**src/include/decode2_consts.svh**
```systemverilog
`ifndef DECODE2_CONSTS_SVH
`define DECODE2_CONSTS_SVH

// Instruction window, byte 0 is the first byte of the instruction
`define DEC_WIN_BYTES 13
// Number of 4-byte word positions in the window
`define DEC_WIN_WORDS 10

`define DEC_EIP_W 32
// Instruction length in bytes
`define DEC_LEN_W 4

// Segment override prefix bytes
`define DEC_PFX_CS 8'h2E
`define DEC_PFX_DS 8'h3E
`define DEC_PFX_ES 8'h26
`define DEC_PFX_SS 8'h36
`define DEC_PFX_FS 8'h64
`define DEC_PFX_GS 8'h65

`endif

```
**src/design/decode2_pkg.sv**
```systemverilog
`default_nettype none

package decode2_pkg;

	// Field size code, 00 none, 01 byte, 10 word, 11 dword
	typedef enum logic [1:0] {
		NONE = 2'b00,
		B8   = 2'b01,
		B16  = 2'b10,
		B32  = 2'b11
	} size_code_e;

	// Segment register number
	typedef enum logic [2:0] {
		CS = 3'd0,
		DS = 3'd1,
		ES = 3'd2,
		SS = 3'd3,
		FS = 3'd4,
		GS = 3'd5
	} seg_code_e;

	// 16:16 far pointer as laid out in the immediate word
	typedef struct packed {
		logic [15:0] offset;
		logic [15:0] selector;
	} far_ptr_s;

	// Immediate word, plain or as a far pointer
	typedef union packed {
		logic [31:0] raw;
		far_ptr_s    far;
	} imm_word_u;

endpackage

`default_nettype wire

```
**src/design/dec_window_if.sv**
```systemverilog
`timescale 1ns/1ps
`default_nettype none

`include "decode2_consts.svh"

interface dec_window_if (
	input wire logic CLK,
	input wire logic i_rst_n
);

	logic has_imm8;
	logic has_imm16;
	logic has_imm32;
	logic has_disp8;
	logic has_disp32;
	logic has_modrm;
	logic has_sib;
	logic has_seg_prefix;
	logic opsize_prefix;
	logic far_ptr;

	logic [`DEC_LEN_W-1:0] length;
	logic [7:0]            seg_prefix_byte;
	logic [7:0]            modrm_byte;
	logic [7:0]            sib_byte;
	// Byte 0 sits in the top byte of the packed window
	logic [0:`DEC_WIN_BYTES-1][7:0] window;
	logic [`DEC_EIP_W-1:0] eip;

	modport capture (
		output has_imm8, has_imm16, has_imm32, has_disp8, has_disp32,
		output has_modrm, has_sib, has_seg_prefix, opsize_prefix, far_ptr,
		output length, seg_prefix_byte, modrm_byte, sib_byte, window, eip
	);

	// Clock and reset only feed the checks in operand_extract
	modport operand (
		input CLK, i_rst_n,
		input has_imm8, has_imm16, has_imm32, has_disp8, has_disp32,
		input length, window
	);

	modport addr (
		input has_modrm, has_sib, has_seg_prefix,
		input seg_prefix_byte, modrm_byte, sib_byte
	);

	modport assemble (
		input length, eip, opsize_prefix, far_ptr
	);

endinterface

`default_nettype wire

```
**src/design/decode2_capture.sv**
```systemverilog
`timescale 1ns/1ps
`default_nettype none

`include "decode2_consts.svh"

module decode2_capture (
	input  wire logic                         CLK,
	input  wire logic                         i_rst_n,
	input  wire logic                         i_valid,
	output logic                              o_ready,
	input  wire logic                         i_has_imm8,
	input  wire logic                         i_has_imm16,
	input  wire logic                         i_has_imm32,
	input  wire logic                         i_has_disp8,
	input  wire logic                         i_has_disp32,
	input  wire logic                         i_has_modrm,
	input  wire logic                         i_has_sib,
	input  wire logic                         i_has_seg_prefix,
	input  wire logic                         i_opsize_prefix,
	input  wire logic                         i_far_ptr,
	input  wire logic [`DEC_LEN_W-1:0]        i_length,
	input  wire logic [7:0]                   i_seg_prefix_byte,
	input  wire logic [7:0]                   i_modrm_byte,
	input  wire logic [7:0]                   i_sib_byte,
	input  wire logic [8*`DEC_WIN_BYTES-1:0]  i_window,
	input  wire logic [`DEC_EIP_W-1:0]        i_eip,
	dec_window_if.capture                     win,
	output logic                              o_cap_valid,
	input  wire logic                         i_asm_ready
);

	logic take;

	// Room when empty or when the held entry leaves this cycle
	assign o_ready = !o_cap_valid || i_asm_ready;
	assign take    = i_valid && o_ready;

	always_ff @(posedge CLK) begin
		if (!i_rst_n) begin
			o_cap_valid        <= 1'b0;
			win.has_imm8       <= 1'b0;
			win.has_imm16      <= 1'b0;
			win.has_imm32      <= 1'b0;
			win.has_disp8      <= 1'b0;
			win.has_disp32     <= 1'b0;
			win.has_modrm      <= 1'b0;
			win.has_sib        <= 1'b0;
			win.has_seg_prefix <= 1'b0;
			win.opsize_prefix  <= 1'b0;
			win.far_ptr        <= 1'b0;
			win.length         <= '0;
		end else begin
			if (o_ready)
				o_cap_valid <= i_valid;
			if (take) begin
				win.has_imm8       <= i_has_imm8;
				win.has_imm16      <= i_has_imm16;
				win.has_imm32      <= i_has_imm32;
				win.has_disp8      <= i_has_disp8;
				win.has_disp32     <= i_has_disp32;
				win.has_modrm      <= i_has_modrm;
				win.has_sib        <= i_has_sib;
				win.has_seg_prefix <= i_has_seg_prefix;
				win.opsize_prefix  <= i_opsize_prefix;
				win.far_ptr        <= i_far_ptr;
				win.length         <= i_length;
			end
		end
	end

	// Instruction bytes and EIP
	always_ff @(posedge CLK) begin
		if (take) begin
			win.seg_prefix_byte <= i_seg_prefix_byte;
			win.modrm_byte      <= i_modrm_byte;
			win.sib_byte        <= i_sib_byte;
			win.window          <= i_window;
			win.eip             <= i_eip;
		end
	end

	// Stalled instruction must stay on the inputs until taken
	property p_hold_stable;
		@(posedge CLK) disable iff (!i_rst_n)
		i_valid && !o_ready |=>
			i_valid && $stable(i_window) && $stable(i_eip) && $stable(i_length);
	endproperty
	a_hold_stable: assert property (p_hold_stable)
		else $error("upstream instruction changed while stalled");

endmodule

`default_nettype wire

```
**src/design/operand_extract.sv**
```systemverilog
`timescale 1ns/1ps
`default_nettype none

`include "decode2_consts.svh"

module operand_extract (
	dec_window_if.operand           win,
	output decode2_pkg::imm_word_u  o_imm_word,
	output logic [31:0]             o_disp_word,
	output decode2_pkg::size_code_e o_imm_size,
	output decode2_pkg::size_code_e o_disp_size
);

	logic [`DEC_LEN_W-1:0]             imm_cnt;
	logic [`DEC_LEN_W-1:0]             disp_cnt;
	logic [`DEC_LEN_W-1:0]             imm_pos;
	logic [`DEC_LEN_W-1:0]             disp_pos;
	logic [`DEC_WIN_WORDS-1:0][31:0]   words;

	// Byte counts of the trailing fields
	assign imm_cnt  = win.has_imm32 ? 4'd4 :
	                  win.has_imm16 ? 4'd2 :
	                  win.has_imm8  ? 4'd1 : 4'd0;
	assign disp_cnt = win.has_disp32 ? 4'd4 :
	                  win.has_disp8  ? 4'd1 : 4'd0;

	// Immediate ends the instruction, displacement sits right before it
	assign imm_pos  = win.length - imm_cnt;
	assign disp_pos = imm_pos - disp_cnt;

	// All 4-byte words, first byte in the top byte
	always_comb begin
		for (int p = 0; p < `DEC_WIN_WORDS; p++)
			words[p] = win.window[p +: 4];
	end

	assign o_imm_word.raw = words[imm_pos];
	assign o_disp_word    = words[disp_pos];

	assign o_imm_size  = win.has_imm32 ? decode2_pkg::B32 :
	                     win.has_imm16 ? decode2_pkg::B16 :
	                     win.has_imm8  ? decode2_pkg::B8  : decode2_pkg::NONE;
	assign o_disp_size = win.has_disp32 ? decode2_pkg::B32 :
	                     win.has_disp8  ? decode2_pkg::B8  : decode2_pkg::NONE;

	// Flags come from the predecoder and must be consistent
	a_one_imm: assert property (@(posedge win.CLK) disable iff (!win.i_rst_n)
		$onehot0({win.has_imm8, win.has_imm16, win.has_imm32}))
		else $error("more than one immediate size flag");
	a_one_disp: assert property (@(posedge win.CLK) disable iff (!win.i_rst_n)
		$onehot0({win.has_disp8, win.has_disp32}))
		else $error("more than one displacement size flag");
	a_pos_range: assert property (@(posedge win.CLK) disable iff (!win.i_rst_n)
		imm_pos <= `DEC_WIN_WORDS - 1 && disp_pos <= `DEC_WIN_WORDS - 1)
		else $error("field position outside the window");

endmodule

`default_nettype wire

```
**src/design/addr_decode.sv**
```systemverilog
`timescale 1ns/1ps
`default_nettype none

`include "decode2_consts.svh"

module addr_decode (
	dec_window_if.addr             win,
	output logic                   o_sib,
	output logic [1:0]             o_scale,
	output logic [2:0]             o_index,
	output logic [2:0]             o_base,
	output logic                   o_abs_addr,
	output decode2_pkg::seg_code_e o_seg
);

	logic                   mod_00;
	logic                   rm_101;
	decode2_pkg::seg_code_e pfx_seg;

	// SIB fields go out raw
	assign o_sib   = win.has_sib;
	assign o_scale = win.sib_byte[7:6];
	assign o_index = win.sib_byte[5:3];
	assign o_base  = win.sib_byte[2:0];

	// mod 00 with rm 101 means disp32 with no base register
	assign mod_00     = win.modrm_byte[7:6] == 2'b00;
	assign rm_101     = win.modrm_byte[2:0] == 3'b101;
	assign o_abs_addr = win.has_modrm && mod_00 && rm_101;

	always_comb begin
		case (win.seg_prefix_byte)
			`DEC_PFX_CS: pfx_seg = decode2_pkg::CS;
			`DEC_PFX_DS: pfx_seg = decode2_pkg::DS;
			`DEC_PFX_ES: pfx_seg = decode2_pkg::ES;
			`DEC_PFX_SS: pfx_seg = decode2_pkg::SS;
			`DEC_PFX_FS: pfx_seg = decode2_pkg::FS;
			`DEC_PFX_GS: pfx_seg = decode2_pkg::GS;
			// Not a segment prefix
			default:     pfx_seg = decode2_pkg::DS;
		endcase
	end

	// DS unless overridden
	assign o_seg = win.has_seg_prefix ? pfx_seg : decode2_pkg::DS;

endmodule

`default_nettype wire

```
**src/design/decode2_assemble.sv**
```systemverilog
`timescale 1ns/1ps
`default_nettype none

`include "decode2_consts.svh"

module decode2_assemble (
	input  wire logic                     CLK,
	input  wire logic                     i_rst_n,
	dec_window_if.assemble                win,
	input  wire logic                     i_cap_valid,
	output logic                          o_asm_ready,
	input  var  decode2_pkg::imm_word_u   i_imm_word,
	input  wire logic [31:0]              i_disp_word,
	input  var  decode2_pkg::size_code_e  i_imm_size,
	input  var  decode2_pkg::size_code_e  i_disp_size,
	input  wire logic                     i_sib,
	input  wire logic [1:0]               i_scale,
	input  wire logic [2:0]               i_index,
	input  wire logic [2:0]               i_base,
	input  wire logic                     i_abs_addr,
	input  var  decode2_pkg::seg_code_e   i_seg,
	output logic                          o_valid,
	input  wire logic                     i_ready,
	output logic [31:0]                   o_imm,
	output logic [31:0]                   o_disp,
	output decode2_pkg::size_code_e       o_imm_size,
	output decode2_pkg::size_code_e       o_disp_size,
	output logic                          o_sib,
	output logic [1:0]                    o_scale,
	output logic [2:0]                    o_index,
	output logic [2:0]                    o_base,
	output logic                          o_abs_addr,
	output decode2_pkg::seg_code_e        o_seg,
	output logic [`DEC_EIP_W-1:0]         o_eip,
	output logic [`DEC_EIP_W-1:0]         o_next_eip
);

	logic                  take;
	logic                  far16;
	logic [`DEC_EIP_W-1:0] next_eip;

	assign o_asm_ready = !o_valid || i_ready;
	assign take        = i_cap_valid && o_asm_ready;

	// 16:16 far pointer, offset in the upper half and selector below it
	assign far16    = win.far_ptr && win.opsize_prefix && i_imm_size == decode2_pkg::B32;
	assign next_eip = win.eip + {{(`DEC_EIP_W-`DEC_LEN_W){1'b0}}, win.length};

	always_ff @(posedge CLK) begin
		if (!i_rst_n)
			o_valid <= 1'b0;
		else if (o_asm_ready)
			o_valid <= i_cap_valid;
	end

	always_ff @(posedge CLK) begin
		if (take) begin
			if (far16) begin
				o_imm       <= {16'h0000, i_imm_word.far.offset};
				o_disp      <= {16'h0000, i_imm_word.far.selector};
				o_imm_size  <= decode2_pkg::B16;
				o_disp_size <= decode2_pkg::B16;
			end else begin
				o_imm       <= i_imm_word.raw;
				o_disp      <= i_disp_word;
				o_imm_size  <= i_imm_size;
				o_disp_size <= i_disp_size;
			end
			o_sib      <= i_sib;
			o_scale    <= i_scale;
			o_index    <= i_index;
			o_base     <= i_base;
			o_abs_addr <= i_abs_addr;
			o_seg      <= i_seg;
			o_eip      <= win.eip;
			o_next_eip <= next_eip;
		end
	end

	// Far pointer opcode always carries a full immediate
	a_far_imm32: assert property (@(posedge CLK) disable iff (!i_rst_n)
		i_cap_valid && win.far_ptr && win.opsize_prefix |-> i_imm_size == decode2_pkg::B32)
		else $error("far pointer without a 32-bit immediate");

endmodule

`default_nettype wire

```
**src/design/decode2_top.sv**
```systemverilog
`timescale 1ns/1ps
`default_nettype none

`include "decode2_consts.svh"

module decode2_top (
	input  wire logic                        CLK,
	input  wire logic                        i_rst_n,
	input  wire logic                        i_valid,
	output logic                             o_ready,
	input  wire logic                        i_has_imm8,
	input  wire logic                        i_has_imm16,
	input  wire logic                        i_has_imm32,
	input  wire logic                        i_has_disp8,
	input  wire logic                        i_has_disp32,
	input  wire logic                        i_has_modrm,
	input  wire logic                        i_has_sib,
	input  wire logic                        i_has_seg_prefix,
	input  wire logic                        i_opsize_prefix,
	input  wire logic                        i_far_ptr,
	input  wire logic [`DEC_LEN_W-1:0]       i_length,
	input  wire logic [7:0]                  i_seg_prefix_byte,
	input  wire logic [7:0]                  i_modrm_byte,
	input  wire logic [7:0]                  i_sib_byte,
	// Byte 0 of the instruction in bits 103:96
	input  wire logic [8*`DEC_WIN_BYTES-1:0] i_window,
	input  wire logic [`DEC_EIP_W-1:0]       i_eip,
	output logic                             o_valid,
	input  wire logic                        i_ready,
	output logic [31:0]                      o_imm,
	output logic [31:0]                      o_disp,
	output decode2_pkg::size_code_e          o_imm_size,
	output decode2_pkg::size_code_e          o_disp_size,
	output logic                             o_sib,
	output logic [1:0]                       o_scale,
	output logic [2:0]                       o_index,
	output logic [2:0]                       o_base,
	output logic                             o_abs_addr,
	output decode2_pkg::seg_code_e           o_seg,
	output logic [`DEC_EIP_W-1:0]            o_eip,
	output logic [`DEC_EIP_W-1:0]            o_next_eip
);

	logic                    cap_valid;
	logic                    asm_ready;
	decode2_pkg::imm_word_u  imm_word;
	logic [31:0]             disp_word;
	decode2_pkg::size_code_e imm_size;
	decode2_pkg::size_code_e disp_size;
	logic                    sib;
	logic [1:0]              scale;
	logic [2:0]              index;
	logic [2:0]              base;
	logic                    abs_addr;
	decode2_pkg::seg_code_e  seg;

	dec_window_if u_win (.CLK(CLK), .i_rst_n(i_rst_n));

	decode2_capture u_capture (
		.CLK(CLK), .i_rst_n(i_rst_n), .i_valid(i_valid), .o_ready(o_ready),
		.i_has_imm8(i_has_imm8), .i_has_imm16(i_has_imm16), .i_has_imm32(i_has_imm32),
		.i_has_disp8(i_has_disp8), .i_has_disp32(i_has_disp32),
		.i_has_modrm(i_has_modrm), .i_has_sib(i_has_sib),
		.i_has_seg_prefix(i_has_seg_prefix), .i_opsize_prefix(i_opsize_prefix),
		.i_far_ptr(i_far_ptr), .i_length(i_length),
		.i_seg_prefix_byte(i_seg_prefix_byte), .i_modrm_byte(i_modrm_byte),
		.i_sib_byte(i_sib_byte), .i_window(i_window), .i_eip(i_eip),
		.win(u_win.capture), .o_cap_valid(cap_valid), .i_asm_ready(asm_ready)
	);

	operand_extract u_operand (
		.win(u_win.operand), .o_imm_word(imm_word), .o_disp_word(disp_word),
		.o_imm_size(imm_size), .o_disp_size(disp_size)
	);

	addr_decode u_addr (
		.win(u_win.addr), .o_sib(sib), .o_scale(scale), .o_index(index),
		.o_base(base), .o_abs_addr(abs_addr), .o_seg(seg)
	);

	decode2_assemble u_assemble (
		.CLK(CLK), .i_rst_n(i_rst_n), .win(u_win.assemble),
		.i_cap_valid(cap_valid), .o_asm_ready(asm_ready),
		.i_imm_word(imm_word), .i_disp_word(disp_word),
		.i_imm_size(imm_size), .i_disp_size(disp_size),
		.i_sib(sib), .i_scale(scale), .i_index(index), .i_base(base),
		.i_abs_addr(abs_addr), .i_seg(seg),
		.o_valid(o_valid), .i_ready(i_ready), .o_imm(o_imm), .o_disp(o_disp),
		.o_imm_size(o_imm_size), .o_disp_size(o_disp_size),
		.o_sib(o_sib), .o_scale(o_scale), .o_index(o_index), .o_base(o_base),
		.o_abs_addr(o_abs_addr), .o_seg(o_seg), .o_eip(o_eip), .o_next_eip(o_next_eip)
	);

endmodule

`default_nettype wire

```
**config.mk**
```make
export PLATFORM = sky130hd
export DESIGN_NAME = decode2_top
export DESIGN_NICKNAME = d
export VERILOG_FILES = /design/src/design/decode2_pkg.sv /design/src/design/dec_window_if.sv /design/src/design/decode2_capture.sv /design/src/design/operand_extract.sv /design/src/design/addr_decode.sv /design/src/design/decode2_assemble.sv /design/src/design/decode2_top.sv
export VERILOG_INCLUDE_DIRS = /design/src /design/src/include
export SDC_FILE = /design/constraint.sdc
export NUM_CORES = 1
export LEC_CHECK = 0
export BUFFER_PORTS_ARGS = -buffer_cell sky130_fd_sc_hd__buf_2
export CAP_MARGIN = 20
export CORE_MARGIN = 2
export CORE_UTILIZATION = 55
export CTS_CLUSTER_DIAMETER = 120
export DETAILED_ROUTE_END_ITERATION = 12
export PLACE_DENSITY_LB_ADDON = 0.05
export SKIP_LAST_GASP = 1
export SLEW_MARGIN = 20
export SYNTH_ARGS = -nofsm -noshare
export SYNTH_HDL_FRONTEND = slang
export SYNTH_SLANG_ARGS = --single-unit
export TNS_END_PERCENT = 50
```
**constraint.sdc**
```tcl
create_clock -name CLK -period 21.5 [get_ports CLK]
set_input_delay 5.375 -clock CLK [delete_from_list [all_inputs] [get_ports CLK]]
set_output_delay 5.375 -clock CLK [all_outputs]
set_load 0.02 [all_outputs]
```
==> results.sh <==
export IMPL_slew_headroom=0.256
export IMPL_multiInputGateArea_um2=5850
export IMPL_row_count=61
export IMPL_synth_cell_types=61
export IMPL_finalCritPeriodShare=0.532
export IMPL_wire_per_inst_um=21.0
export IMPL_cpPeakStageDelay_ns=0.29
export IMPL_skew_ns=0.0238
export IMPL_worst_slack_ns=10.06
export IMPL_fillers=2010
export IMPL_critical_path_top_delay_family="simple AND/OR/NAND/NOR gates"
export IMPL_async_reset_ff_frac=0
export IMPL_drive_gt1_frac=0.361
export IMPL_cts_root_buffer="clkbuf_16"
export IMPL_grtUsageTotal=0.253
export IMPL_antenna_found_initial=3
export IMPL_min_period_ns=11.44
export IMPL_syn_nets=1289
export IMPL_cts_max_level=2
export IMPL_hold_viol_final=0
export IMPL_cts_setup_buffers=0
export IMPL_vdd_drop_max_uv=74.8
export IMPL_wirelength_um=38000
export IMPL_crit_required_ns=16.12
export IMPL_placed_cell_area_um2=17500
export IMPL_postSynthAreaPerCell_um2=14.2
export IMPL_drc_errors=0
export IMPL_viasPerCell=5.87
export IMPL_cts_tree="done"
export IMPL_yosysWarnings=0
export IMPL_gp_congestion=0.883
export IMPL_yosys_area_top_type="edfxtp_1"
export IMPL_fin_nets=1592
export IMPL_clock_fmax_mhz=87.4
export IMPL_grt_ovfl_total=0
export IMPL_core_area_um2=27900
export IMPL_hpwlAfterDp_um=25100
export IMPL_grt_pass1_wl_um=57200
export IMPL_cp_buffers_inverters=2
export IMPL_status="complete, no violations"
export IMPL_fin_setup_tns_ns=0
export IMPL_synth_edf_count=302
export IMPL_path_class="in2out"
export IMPL_power_density_nw_per_um2=98.2
export IMPL_synth_flop_cell="edfxtp_1"
export IMPL_synthDominantCellAreaShare=0.582
export IMPL_drv_slew=0
export IMPL_grt_pass1_vias=10263
export IMPL_grt_max_degree=91
export IMPL_design_area_um2=18600
export IMPL_cp_common_cell="buf_2"
export IMPL_insertion_delay_ns=0.51
export IMPL_fin_util=0.669
export IMPL_cts_buffers=34
export IMPL_clk_pin_slew_ns=0.06
export IMPL_place_ws_ns=10.06
export IMPL_cts_resized=0
export IMPL_fp_dieW_um=172
export IMPL_dieArea_um2=29700
export IMPL_vias=10592
export IMPL_finalSetupViolations=0
export IMPL_crit_arrival_ns=6.06
export IMPL_holdWs_ns=0.413
export IMPL_yosysSeqAreaShare=0.602
export IMPL_rsz0062_at_grt="false"
export IMPL_firstDrtPassIters=7
export IMPL_seqCellArea_um2=9390
export IMPL_worstPathCellList="buf_2 -> nor2b_1 -> nand2_1 -> buf_2"
export IMPL_io_pins=325
export IMPL_max_cap_viol_count=0
export IMPL_fp_dieH_um=172
export IMPL_synthTopCellsByArea="edfxtp_1 (58%), mux4_2 (7.4%), mux2i_1 (5.7%), mux2_2 (3.9%), nand2_1 (2.5%)"
export IMPL_initial_core_util=0.560
export IMPL_cts_hold_buf=0
export IMPL_p_leak_uw=0.00733
export IMPL_crit_path_end_kind="primary output"
export IMPL_clock_path_buffers=3
export IMPL_ant_nets=0
export IMPL_crit_path_top_delay_cell="nor2b_1"
export IMPL_crit_fanout=4
export IMPL_netlist_instances=1099
export IMPL_synth_seq_cells=318
export IMPL_drt_iter0_markers=894
export IMPL_cts_sinks=318
export IMPL_max_slew_worst_pin_slew_ns=1.12
export IMPL_reg2reg_slack_ns=15.50
export IMPL_mappedNetlistArea_um2=15600
export IMPL_syn_to_final_growth_pct=19.5
export IMPL_port_buffers=321
export IMPL_hold_path_class="reg2reg"
export IMPL_cp_start_kind="primary input"
final timing paths:
path | from | end | cells past startpoint
worst max-delay path | i_ready | o_ready | 4
worst min-delay path | u_capture.win.sib_byte[2] | u_assemble.o_base[2] | 0
worst max register to register | u_capture.win.has_imm16 | u_assemble.o_disp[7] | 15
worst min register to register | u_capture.win.sib_byte[2] | u_assemble.o_base[2] | 0
cell families after synthesis:
| logic type | after synthesis | share of synthesized area |
|---|---|---|
| adder cells (fa/ha/maj) | 12 | 0.0106 |
| XOR/XNOR | 36 | 0.0253 |
| AO/OA/AOI/OAI | 186 | 0.0783 |
| AND/OR/NAND/NOR | 265 | 0.0784 |
| flip-flops | 318 | 0.602 |
| buffers and inverters | 83 | 0.0270 |
| multiplexers | 199 | 0.178 |
stage by stage:
| stage | std cells | power [uW] |
|---|---|---|
| finish | 1805 | 1830 |
| global route | 1805 | 1910 |
| CTS | 1802 | 1840 |
| detailed placement | 1743 | 1250 |
| global placement | 1743 | 1240 |
| floorplan | 1099 | 1130 |
layer usage:
metal  global-route usage  vias to the layer above  share of wire
li1                     -                     4864              -
met1                0.347                     5110           0.41
met3               0.0433                      105          0.078
met4                0.115                        2          0.038
met2                0.398                      511           0.48
met5                    0                        -        0.00034
worst reg2reg max path, stage by stage (launching register included):
cell,delay (ns)
dfxtp_1,0.33
or2_2,0.31
nor2_1,0.20
ha_4,0.17
inv_1,0.05
fa_1,0.51
buf_4,0.38
inv_1,0.54
ha_2,0.42
xnor2_4,0.66
buf_4,0.70
nand2b_1,0.68
buf_4,0.41
nor2_1,0.09
a21oi_1,0.15
a22oi_1,0.13
sequential cells by signal, summed over array words and instances, names as in the netlist, 2 cells and up:
register and flops:
u_capture.win.window 104, u_assemble.o_disp 32, u_assemble.o_eip 32, u_assemble.o_imm 32, u_assemble.o_next_eip 32, u_capture.win.eip 32, u_capture.win.seg_prefix_byte 8, u_capture.win.sib_byte 8
u_capture.win.modrm_byte 5, u_capture.win.length 4, u_assemble.o_base 3, u_assemble.o_index 3, u_assemble.o_seg 3, u_assemble.o_disp_size 2, u_assemble.o_imm_size 2, u_assemble.o_scale 2
final cells by class:
type	count	share of cell area
inverter	12	0.00269
timing repair buffer	338	0.0937
clock buffer	40	0.0480
multi-input combinational	698	0.314
sequential	318	0.504
antenna	2	0.000269
clock inverter	19	0.0122
tap	378	0.0254
Yosys cell counts (3+ instances only):
library cell,n
nand3_1,13
buf_1,5
nor3_1,5
buf_6,7
nand4_1,6
a311o_1,3
a22oi_1,28
a21boi_0,14
dfxtp_1,16
xnor2_1,23
mux4_2,51
nor2_1,73
mux2_2,54
o31ai_1,6
buf_4,8
xor2_1,7
ha_1,10
nand2b_1,9
nor2b_1,9
o22ai_1,5
clkbuf_1,30
a32oi_1,3
mux4_1,5
inv_1,11
o21ai_0,20
nor2_2,3
edfxtp_1,302
nand2_1,103
mux2i_1,89
a2bb2oi_1,7
a21oi_1,65
a211oi_1,4
and3_1,21
and2_1,4
o211ai_1,18
or3_1,8
buf_2,21
power breakdown:
| part | total, uW | internal [uW] | leakage (uW) | switching, uW |
|---|---|---|---|---|
| clock | 591 | 358 | 0.000545 | 233 |
| combinational | 465 | 192 | 0.00376 | 272 |
| sequential | 774 | 747 | 0.00303 | 27.1 |
| total | 1830 | 1300 | 0.00733 | 532 |
layout by cell type (no fill, tap or decap), types with 18 or more instances in the layout:
master and n:
nor2_1 73, o21ai_0 20, buf_2 321, and3_1 20
o211ai_1 18, nand2_1 103, xnor2_1 23, mux4_2 51
a22oi_1 28, edfxtp_1 302, mux2i_1 89, clkbuf_16 35
a21oi_1 65, mux2_2 54
Note: power is estimated with default switching activity, not from simulation.
